[src/design/elastic_pkg.sv]
/*
 * elastic operator types
 * word, ALU opcode and request payload shared by all dataflow operators
 */
`default_nettype none

package elastic_pkg;

	// --------------------
	// widths
	// --------------------
	localparam int DATA_WIDTH = 32;
	// low bits of operand b used as shift amount
	localparam int SHIFT_BITS = 5;

	typedef logic [DATA_WIDTH-1:0] word_t;

	// --------------------
	// ALU opcodes
	// --------------------
	typedef enum logic [4:0] {
		ALU_ADD,
		ALU_SUB,
		ALU_AND,
		ALU_OR,
		ALU_XOR,
		ALU_SHL,
		ALU_LSHR,
		ALU_ASHR,
		// compares give 0 or 1, zero extended
		ALU_EQ,
		ALU_NE,
		ALU_UGT,
		ALU_UGE,
		ALU_ULT,
		ALU_ULE,
		ALU_SGT,
		ALU_SGE,
		ALU_SLT,
		ALU_SLE
	} alu_op_t;

	// payload of the ALU first channel, opcode rides with operand a
	typedef struct packed {
		alu_op_t op;
		word_t   a;
	} alu_req_t;

endpackage

`default_nettype wire
[src/design/elastic_op_set.sv]
/*
 * elastic operator set
 * ALU, pipelined multiplier and select side by side on valid/ready channels
 */
`timescale 1ns/100ps
`default_nettype none

module elastic_op_set import elastic_pkg::*; #(
	parameter int MUL_STAGES = 4
) (
	input  wire           clk,
	input  wire           rst,
	// ALU channels
	input  wire alu_req_t alu_a,
	input  wire           alu_a_valid,
	output logic          alu_a_ready,
	input  wire word_t    alu_b,
	input  wire           alu_b_valid,
	output logic          alu_b_ready,
	output word_t         alu_res,
	output logic          alu_res_valid,
	input  wire           alu_res_ready,
	// multiplier channels
	input  wire word_t    mul_a,
	input  wire           mul_a_valid,
	output logic          mul_a_ready,
	input  wire word_t    mul_b,
	input  wire           mul_b_valid,
	output logic          mul_b_ready,
	output word_t         mul_res,
	output logic          mul_res_valid,
	input  wire           mul_res_ready,
	// select channels
	input  wire word_t    sel_cond,
	input  wire           sel_cond_valid,
	output logic          sel_cond_ready,
	input  wire word_t    sel_true,
	input  wire           sel_true_valid,
	output logic          sel_true_ready,
	input  wire word_t    sel_false,
	input  wire           sel_false_valid,
	output logic          sel_false_ready,
	output word_t         sel_res,
	output logic          sel_res_valid,
	input  wire           sel_res_ready
);

	// --------------------
	// operators
	// --------------------
	// purely combinational, no clock
	int_alu_op i_alu (
		.alu_a        (alu_a),
		.alu_a_valid  (alu_a_valid),
		.alu_a_ready  (alu_a_ready),
		.alu_b        (alu_b),
		.alu_b_valid  (alu_b_valid),
		.alu_b_ready  (alu_b_ready),
		.alu_res      (alu_res),
		.alu_res_valid(alu_res_valid),
		.alu_res_ready(alu_res_ready)
	);

	mul_pipe_op #(.MUL_STAGES(MUL_STAGES)) i_mul (
		.clk          (clk),
		.rst          (rst),
		.mul_a        (mul_a),
		.mul_a_valid  (mul_a_valid),
		.mul_a_ready  (mul_a_ready),
		.mul_b        (mul_b),
		.mul_b_valid  (mul_b_valid),
		.mul_b_ready  (mul_b_ready),
		.mul_res      (mul_res),
		.mul_res_valid(mul_res_valid),
		.mul_res_ready(mul_res_ready)
	);

	select_op i_sel (
		.clk            (clk),
		.rst            (rst),
		.sel_cond       (sel_cond),
		.sel_cond_valid (sel_cond_valid),
		.sel_cond_ready (sel_cond_ready),
		.sel_true       (sel_true),
		.sel_true_valid (sel_true_valid),
		.sel_true_ready (sel_true_ready),
		.sel_false      (sel_false),
		.sel_false_valid(sel_false_valid),
		.sel_false_ready(sel_false_ready),
		.sel_res        (sel_res),
		.sel_res_valid  (sel_res_valid),
		.sel_res_ready  (sel_res_ready)
	);

endmodule

`default_nettype wire

[src/design/select_op.sv]
/*
 * select operator
 * forwards the operand chosen by cond bit 0, drops the other via antitokens
 */
`timescale 1ns/100ps
`default_nettype none

module select_op import elastic_pkg::*; (
	input  wire        clk,
	input  wire        rst,
	input  wire word_t sel_cond,
	input  wire        sel_cond_valid,
	output logic       sel_cond_ready,
	input  wire word_t sel_true,
	input  wire        sel_true_valid,
	output logic       sel_true_ready,
	input  wire word_t sel_false,
	input  wire        sel_false_valid,
	output logic       sel_false_ready,
	output word_t      sel_res,
	output logic       sel_res_valid,
	input  wire        sel_res_ready
);

	logic cond;
	logic chosen_valid;
	logic fire;
	logic gen_true;
	logic gen_false;
	logic kill_true;
	logic kill_false;
	logic anti_stop;

	// only bit 0 of the condition word matters
	assign cond = sel_cond[0];
	assign chosen_valid = cond ? sel_true_valid : sel_false_valid;

	// --------------------
	// firing
	// --------------------
	// unchosen operand is not needed to fire
	assign sel_res_valid = sel_cond_valid & chosen_valid & ~anti_stop;
	assign fire = sel_res_valid & sel_res_ready;
	assign sel_res = cond ? sel_true : sel_false;

	// unchosen operand missing at firing leaves an antitoken behind
	assign gen_true  = fire & ~cond & ~sel_true_valid;
	assign gen_false = fire & cond & ~sel_false_valid;

	// --------------------
	// input readies
	// --------------------
	// kill drains a late operand without producing a result
	assign sel_cond_ready  = ~sel_cond_valid | fire;
	assign sel_true_ready  = ~sel_true_valid | fire | kill_true;
	assign sel_false_ready = ~sel_false_valid | fire | kill_false;

	antitoken_ctrl i_antitoken (
		.clk        (clk),
		.rst        (rst),
		.valid_true (sel_true_valid),
		.valid_false(sel_false_valid),
		.gen_true   (gen_true),
		.gen_false  (gen_false),
		.kill_true  (kill_true),
		.kill_false (kill_false),
		.stop_valid (anti_stop)
	);

endmodule

`default_nettype wire

[src/design/antitoken_ctrl.sv]
/*
 * antitoken store for two operand lanes
 * remembers a discarded operand that has not arrived yet and kills it later
 */
`timescale 1ns/100ps
`default_nettype none

module antitoken_ctrl (
	input  wire  clk,
	input  wire  rst,
	input  wire  valid_true,
	input  wire  valid_false,
	input  wire  gen_true,
	input  wire  gen_false,
	output logic kill_true,
	output logic kill_false,
	output logic stop_valid
);

	// lane 0 true operand, lane 1 false operand
	logic [1:0] gen;
	logic [1:0] vld;
	logic [1:0] flag_q;
	logic [1:0] flag_d;

	assign gen = {gen_false, gen_true};
	assign vld = {valid_false, valid_true};

	// set on generate with operand missing, cleared once it shows up
	assign flag_d = ~vld & (gen | flag_q);

	always_ff @(posedge clk or posedge rst) begin
		if (rst) begin
			flag_q <= '0;
		end else begin
			flag_q <= flag_d;
		end
	end

	// kill now or while pending
	assign kill_true  = gen_true | flag_q[0];
	assign kill_false = gen_false | flag_q[1];
	// no new result while any antitoken waits
	assign stop_valid = |flag_q;

endmodule

`default_nettype wire

[src/design/mul_pipe_op.sv]
/*
 * pipelined multiplier operator
 * stall-able product pipeline with a matching valid line and output slot
 */
`timescale 1ns/100ps
`default_nettype none

module mul_pipe_op import elastic_pkg::*; #(
	parameter int MUL_STAGES = 4
) (
	input  wire        clk,
	input  wire        rst,
	input  wire word_t mul_a,
	input  wire        mul_a_valid,
	output logic       mul_a_ready,
	input  wire word_t mul_b,
	input  wire        mul_b_valid,
	output logic       mul_b_ready,
	output word_t      mul_res,
	output logic       mul_res_valid,
	input  wire        mul_res_ready
);

	// output slot supplies the last cycle of latency
	localparam int DEPTH = MUL_STAGES - 1;

	logic             join_valid;
	// whole pipe advances only when the output slot can take
	logic             pipe_en;
	logic [DEPTH-1:0] vld_q;
	word_t            prod_q [DEPTH];

	join_ctrl #(.N(2)) i_join (
		.valid_in ({mul_b_valid, mul_a_valid}),
		.ready_in ({mul_b_ready, mul_a_ready}),
		.valid_out(join_valid),
		.ready_out(pipe_en)
	);

	// --------------------
	// valid delay line
	// --------------------
	always_ff @(posedge clk or posedge rst) begin
		if (rst) begin
			vld_q <= '0;
		end else if (pipe_en) begin
			vld_q[0] <= join_valid;
			for (int i = 1; i < DEPTH; i++) begin
				vld_q[i] <= vld_q[i-1];
			end
		end
	end

	// --------------------
	// product pipeline
	// --------------------
	// low word of a*b taken at stage 0, later stages carry it along
	// so retiming can spread the multiplier across them
	always_ff @(posedge clk) begin
		if (pipe_en) begin
			prod_q[0] <= mul_a * mul_b;
			for (int i = 1; i < DEPTH; i++) begin
				prod_q[i] <= prod_q[i-1];
			end
		end
	end

	// last stage into the registered output slot
	oehb_buffer i_oehb (
		.clk      (clk),
		.rst      (rst),
		.valid_in (vld_q[DEPTH-1]),
		.ready_in (pipe_en),
		.data_in  (prod_q[DEPTH-1]),
		.valid_out(mul_res_valid),
		.ready_out(mul_res_ready),
		.data_out (mul_res)
	);

endmodule

`default_nettype wire

[src/design/oehb_buffer.sv]
/*
 * opaque elastic half buffer
 * one registered slot that cuts the valid and data path
 */
`timescale 1ns/100ps
`default_nettype none

module oehb_buffer import elastic_pkg::*; (
	input  wire        clk,
	input  wire        rst,
	input  wire        valid_in,
	output logic       ready_in,
	input  wire word_t data_in,
	output logic       valid_out,
	input  wire        ready_out,
	output word_t      data_out
);

	// free when empty or when the held word leaves this cycle
	assign ready_in = ~valid_out | ready_out;

	// --------------------
	// slot state
	// --------------------
	always_ff @(posedge clk or posedge rst) begin
		if (rst) begin
			valid_out <= 1'b0;
		end else if (ready_in) begin
			valid_out <= valid_in;
		end
	end

	// payload only loads on a real transfer
	always_ff @(posedge clk) begin
		if (ready_in && valid_in) begin
			data_out <= data_in;
		end
	end

endmodule

`default_nettype wire

[src/design/int_alu_op.sv]
/*
 * integer ALU operator
 * joins opcode+a with b and gives the result in the same cycle
 */
`timescale 1ns/100ps
`default_nettype none

module int_alu_op import elastic_pkg::*; (
	input  wire alu_req_t alu_a,
	input  wire           alu_a_valid,
	output logic          alu_a_ready,
	input  wire word_t    alu_b,
	input  wire           alu_b_valid,
	output logic          alu_b_ready,
	output word_t         alu_res,
	output logic          alu_res_valid,
	input  wire           alu_res_ready
);

	logic [SHIFT_BITS-1:0] shamt;

	// both operands move in the same cycle
	join_ctrl #(.N(2)) i_join (
		.valid_in ({alu_b_valid, alu_a_valid}),
		.ready_in ({alu_b_ready, alu_a_ready}),
		.valid_out(alu_res_valid),
		.ready_out(alu_res_ready)
	);

	// only the low bits of b shift
	assign shamt = alu_b[SHIFT_BITS-1:0];

	// --------------------
	// datapath
	// --------------------
	always_comb begin
		case (alu_a.op)
			ALU_ADD:  alu_res = alu_a.a + alu_b;
			// a minus b
			ALU_SUB:  alu_res = alu_a.a - alu_b;
			ALU_AND:  alu_res = alu_a.a & alu_b;
			ALU_OR:   alu_res = alu_a.a | alu_b;
			ALU_XOR:  alu_res = alu_a.a ^ alu_b;
			ALU_SHL:  alu_res = alu_a.a << shamt;
			ALU_LSHR: alu_res = alu_a.a >> shamt;
			// sign bit fills from the left
			ALU_ASHR: alu_res = word_t'($signed(alu_a.a) >>> shamt);
			// unsigned compares
			ALU_EQ:   alu_res = word_t'(alu_a.a == alu_b);
			ALU_NE:   alu_res = word_t'(alu_a.a != alu_b);
			ALU_UGT:  alu_res = word_t'(alu_a.a > alu_b);
			ALU_UGE:  alu_res = word_t'(alu_a.a >= alu_b);
			ALU_ULT:  alu_res = word_t'(alu_a.a < alu_b);
			ALU_ULE:  alu_res = word_t'(alu_a.a <= alu_b);
			// two's complement compares
			ALU_SGT:  alu_res = word_t'($signed(alu_a.a) > $signed(alu_b));
			ALU_SGE:  alu_res = word_t'($signed(alu_a.a) >= $signed(alu_b));
			ALU_SLT:  alu_res = word_t'($signed(alu_a.a) < $signed(alu_b));
			ALU_SLE:  alu_res = word_t'($signed(alu_a.a) <= $signed(alu_b));
			// unused encodings
			default:  alu_res = '0;
		endcase
	end

endmodule

`default_nettype wire

[src/design/join_ctrl.sv]
/*
 * valid/ready join
 * fires when every input holds a token, all inputs transfer together
 */
`timescale 1ns/100ps
`default_nettype none

module join_ctrl #(
	parameter int N = 2
) (
	input  wire  [N-1:0] valid_in,
	output logic [N-1:0] ready_in,
	output logic         valid_out,
	input  wire          ready_out
);

	// joined token exists only when all inputs are valid
	assign valid_out = &valid_in;

	// input i is ready when downstream takes and every other input is valid
	for (genvar i = 0; i < N; i++) begin : g_ready
		logic [N-1:0] others;

		// force own bit high so only the other valids count
		assign others = valid_in | (N'(1) << i);
		assign ready_in[i] = ready_out & (&others);
	end

endmodule

`default_nettype wire

[config.mk]
export PLATFORM = sky130hd
export DESIGN_NAME = elastic_op_set
export DESIGN_NICKNAME = d
export VERILOG_FILES = /design/src/design/elastic_pkg.sv /design/src/design/elastic_op_set.sv /design/src/design/select_op.sv /design/src/design/antitoken_ctrl.sv /design/src/design/mul_pipe_op.sv /design/src/design/oehb_buffer.sv /design/src/design/int_alu_op.sv /design/src/design/join_ctrl.sv
export SDC_FILE = /design/constraint.sdc
export NUM_CORES = 2
export LEC_CHECK = 0
export ABC_CLOCK_PERIOD_IN_PS = 7800
export BUFFER_PORTS_ARGS = -buffer_cell sky130_fd_sc_hd__buf_2
export CAP_MARGIN = 20
export CORE_MARGIN = 2
export CORE_UTILIZATION = 62
export CTS_CLUSTER_SIZE = 30
export DETAILED_ROUTE_END_ITERATION = 10
export HOLD_SLACK_MARGIN = 0.06
export PLACE_DENSITY = 0.84
export SYNTH_ARGS = -nofsm -noshare
export SYNTH_HDL_FRONTEND = slang
export SYNTH_SLANG_ARGS = --single-unit
[constraint.sdc]
create_clock -name clk -period 7.8 [get_ports clk]
set_input_delay 1.17 -clock clk [delete_from_list [all_inputs] [get_ports clk]]
set_output_delay 1.17 -clock clk [all_outputs]
set_load 0.05 [all_outputs]
-- Yosys cells after proc, flatten, opt, wreduce, memory -nomap -nowiden
Memory sizes are Yosys's and may differ from the RTL's. A register that Yosys moved wholly into a read port is not among the register bits.
Cells that the tools add are included.
- add/subtract/negate cells: 2
- multiply operators: 1
- order comparisons: 8
- eq/ne operators: 19
- shift operators: 3
- mux-type cells: 5
- bitwise gates (word level): 31
- reductions and logical operators: 5
- operators with widths (operator ; number):
    $pmux 32 s18 ; 1
    $ge 32x32->1 ; 2
    $gt 32x32->1 ; 2
    $le 32x32->1 ; 2
    $lt 32x32->1 ; 2
    $eq 5x4->1 const B ; 8
    $add 32x32->32 ; 1
    $and 32x32->32 ; 1
    $eq 32x32->1 ; 1
    $mul 32x32->32 ; 1
    $mux 32 ; 1
    $ne 32x32->1 ; 1
    $or 32x32->32 ; 1
    $shl 32x5->32 ; 1
    $shr 32x5->32 ; 1
    $sshr 32x5->32 ; 1
    $sub 32x32->32 ; 1
    $xor 32x32->32 ; 1
    $eq 5x3->1 const B ; 4
    $and 1x1->1 ; 11
    $eq 5x2->1 const B ; 2
    $eq 5x5->1 const B ; 2
    $or 1x1->1 ; 8
    $not 1->1 ; 6
    9 further kinds ; 12
- register bits: 6
- memory bits (writable): 96
- input port bits: 241
- output and inout port bits: 106
- logic and storage cells: 78
- memories kept: 1
- memory list (memory ; depth ; width ; read ports ; clocked after memory_dff ; write ports ; RTL line ; text):
    i_mul.prod_q ; 3 ; 32 ; 3 ; 1 ; 3 ; mul_pipe_op.sv:31 ; word_t prod_q [DEPTH];

-- Longest topological paths before layout
- depth after elaboration: 8
- depth in mapped cells: 28
- gate-level depth less buffers: 26

-- Cells and area by module
From an unflattened synthesis, not the netlist that was laid out.
- cell total of the unflattened synthesis: 3266
- area, all modules: 29368.2 um2
- by module, submodules not included (module ; times used ; cells each ; area an instance (um2) ; seq. area each (um2)):
    mul_pipe_op ; 1 ; 1814 ; 18775.5 ; 2957.8
    int_alu_op ; 1 ; 1355 ; 8949.8 ; 0.0
    oehb_buffer ; 1 ; 37 ; 1018.5 ; 985.9
    select_op ; 1 ; 46 ; 494.2 ; 0.0
    antitoken_ctrl ; 1 ; 8 ; 92.6 ; 50.0
    join_ctrl ; 2 ; 3 ; 18.8 ; 0.0

-- Worst setup path before layout
OpenSTA, ideal clock, no wires.
- path type: in2reg
- start: input mul_a[12]
- end: memory i_mul.prod_q[0][30] (netlist name), data pin
- library setup time: 258 ps
- data arrival time: 7615 ps
- data required time: 7542 ps
- path slack: -73 ps
- stages on the path: 26
- buffers on the path: 2
- cells stage by stage: clkbuf_1 clkbuf_1 and2_1 fa_1 fa_1 fa_1 inv_1 fa_1 inv_1 fa_1 inv_1 fa_1 inv_1 fa_1 fa_1 ha_1 inv_1 nor2_1 a2111oi_0 or3_1 a311o_1 o21ai_0 o31ai_1 nand2b_1 a21oi_1 xnor2_1
- RTL lines (element ; RTL line ; text):
    start, declared ; elastic_op_set.sv:24 ; input wire word_t mul_a,
    end, declared ; mul_pipe_op.sv:31 ;

==> results.md <==
- Synth Warn #: 0
- R2R cell count: 2
- Via Count: between 20000 and 30000
- Final global-route overflow total: 0
- Crit path DAT: slightly below 8 ns
- Hold Path Depth: 0
- Post-Syn Area: 0.0286 mm²
- Pin count of the biggest net entering global routing: 94
- CP Max Fanout: 7
- Status: complete, no violations
- Syn nets: between 4000 and 5000
- Initial antenna violation count: 14
- Finish-stage setup viols: 0
- Final hold viol count: 0
- IO Pins: 347
- Req. time, crit path: roughly 8 ns
- Dominant synthesized flop cell: edfxtp_1
- Worst hold path class: reg -> reg
- Most frequent cell after synthesis: inv_1
- GRT Overall Usage: 0.386
- Rows: a little under 80
- R2R setup slack: 5.85 ns
- Synth Instances: 3201
- Antenna Violating Nets Remaining: 0
- DP Cell Count: 4077
- Skew-Pair Late Insertion Delay: 0.44 ns
- Clock Tree Buf Depth: 2
- 1st-pass router iterations: 6
- Average wire per standard cell: approximately 22 µm
- CTS tree: yes
- FFs w/ async S/R, synth: 0.0448
- EDFF count, synth: about 130
- Vias in the first global route: around 25000
- CP Capture Type: register
- Initial DRC Count: ~2600
- Root Buffer: clkbuf_16
- Sequential share of the synthesized area: 0.139
- CP Class: in -> reg
- Drc violations: 0
- Worst slew margin: 0.284
- Core area: roughly 0.045 mm²
- H-tree levels: 4
- IO buf count: 315
- Clock Sinks: 134
- Post-synthesis register bit count: roughly 130
- Die ar.: ~0.048 mm²
- Crit path time final: ~7.6 ns
- Fmax: 131 MHz
- Worst-Margin Slew: roughly 1.1 ns
- NumNets Final: 4367
- Commonest cells in the synthesized netlist: inv_1, fa_1, nand2_1, and2_1, ha_1
- Synth cell types: 91
- HPWL after DPL: 72.4 mm
- Final WL: ~93 mm
- Synth area leaders: fa_1, edfxtp_1, ha_1
- Design area: 0.0321 mm²
- Die H: approximately 220 µm
- Final hold slack: roughly 0.41 ns
- Initial Util: 0.630
- Clk slew on worst S/H paths: ~0.060 ns
- Synth area leader: fa_1
- Synth top area share: 0.287
- Vias per inst: just over 6
- Die width: between 200 and 250 µm
- Fin crit share: 0.978
- Area Growth Syn to Fin: 12.2%
- Final cell count without fillers: between 4000 and 5000
- GPL Wtd Cong: between 1 and 1.5
- Number of buffers created by CTS: 17
- Clock Skew: approximately 0.012 ns
- Share of layout cells above drive strength 1: 0.178
- Nature of the critical path startpoint: primary input
- Setup TNS after final layout: 0 ns
- Max-cap violations: 0
- Final Max Tran Viols: 0
- Placed Area: about 0.031 mm²
- Syn avg cell area: slightly below 9 µm²
- First-pass GRT wire length: between 100 and 150 mm
[path summary, 6_finish.rpt]
kind                                        start                   to
max                                     mul_a[13]  i_mul.prod_q[0][31]
min                           i_mul.prod_q[0][16]  i_mul.prod_q[1][16]
max reg2reg                i_mul.i_oehb.valid_out  i_mul.prod_q[0][29]
min reg2reg                   i_mul.prod_q[0][16]  i_mul.prod_q[1][16]
max in group asynchronous                     rst       i_mul.vld_q[2]
min in group asynchronous                     rst       i_mul.vld_q[1]
[final cells by class]
type,count,area [µm²]
multi-input cells,2380,22100
well taps,600,751
clock buffers,18,429
flip-flops and latches,134,3990
diodes,11,27.5
fillers,3387,13400
inverters,495,1860
clock inverters,14,221
repair buffers,468,2780
[critical path, cell delays in order]
cell and delay, ns:
buf_2 0.16, buf_4 0.17, and2_1 0.18, fa_1 0.57, inv_1 0.06, fa_1 0.50
fa_1 0.47, fa_1 0.59, inv_1 0.05, ha_1 0.28, ha_1 0.29, fa_1 0.50
fa_1 0.42, ha_1 0.34, nand3_1 0.10, o211ai_1 0.11, or4_1 0.47, a221oi_4 0.39
o211ai_1 0.19, a31o_2 0.29, a21oi_2 0.16, o21bai_1 0.08, a21oi_1 0.17, xnor2_1 0.08
[layout by cell type, fill, tap and decap left out, types with 12 or more instances in the layout]
cell / instances
inv_1: 493
fa_1: 410
nand2_1: 340
buf_2: 312
and2_1: 283
ha_1: 220
nor2_1: 189
buf_4: 151
a21oi_1: 143
o21ai_0: 132
edfxtp_1: 128
xnor2_1: 90
mux2i_1: 57
mux2_2: 39
o211ai_1: 28
mux4_2: 28
a21o_1: 25
nand3_1: 24
nor3_1: 24
a221o_1: 23
nand2b_1: 22
a211oi_1: 19
xor2_1: 19
a221oi_1: 18
clkbuf_16: 17
o21bai_1: 15
or3_1: 14
nor2b_1: 14
a31oi_1: 12
[state kept, by name (all words and copies together), names as in the netlist]
register,flops
i_mul.i_oehb.valid_out,1
i_mul.vld_q,3
i_sel.i_antitoken.flag_q,2
i_mul.i_oehb.data_out,32
i_mul.prod_q,96
[timing repair]
action | in CTS | in global routing
endpoints found under the hold margin | 0 | 0
resized for setup | 2 | 17
setup buffers | 0 | 0
pin swaps | 0 | 8
endpoints found under the setup margin | 1 | 4
hold buffers | 0 | 0
[per-stage QoR]
| stage | utilization | setup WS (ns) |
|---|---|---|
| after CTS | 0.704 | 0.0899 |
| final | 0.706 | 0.172 |
| after floorplan | - | 0.00915 |
| after detailed placement | 0.690 | -0.293 |
| after global routing | 0.706 | -0.0139 |
| after global placement | 0.690 | -0.106 |
[logic make-up after synthesis]
kind of cell,Yosys count,synth area share
AOI/OAI and AO/OA,542,0.126
xor gates and xnor gates,109,0.0333
adders and majority gates,630,0.383
buffers and inverters,687,0.0943
DFF,134,0.139
muxes,125,0.0581
and+or+nand+nor,974,0.166
[per-layer routing]
metal	global-route usage	routed length (µm)	part of all wire
met4	0.209	5860	0.063
met5	0	23	0.00025
met1	0.479	32900	0.36
met3	0.0712	9470	0.10
met2	0.640	44400	0.48
Power is not shown: default switching activity piles up to over one toggle a cycle in this logic, so the estimate is an artifact.
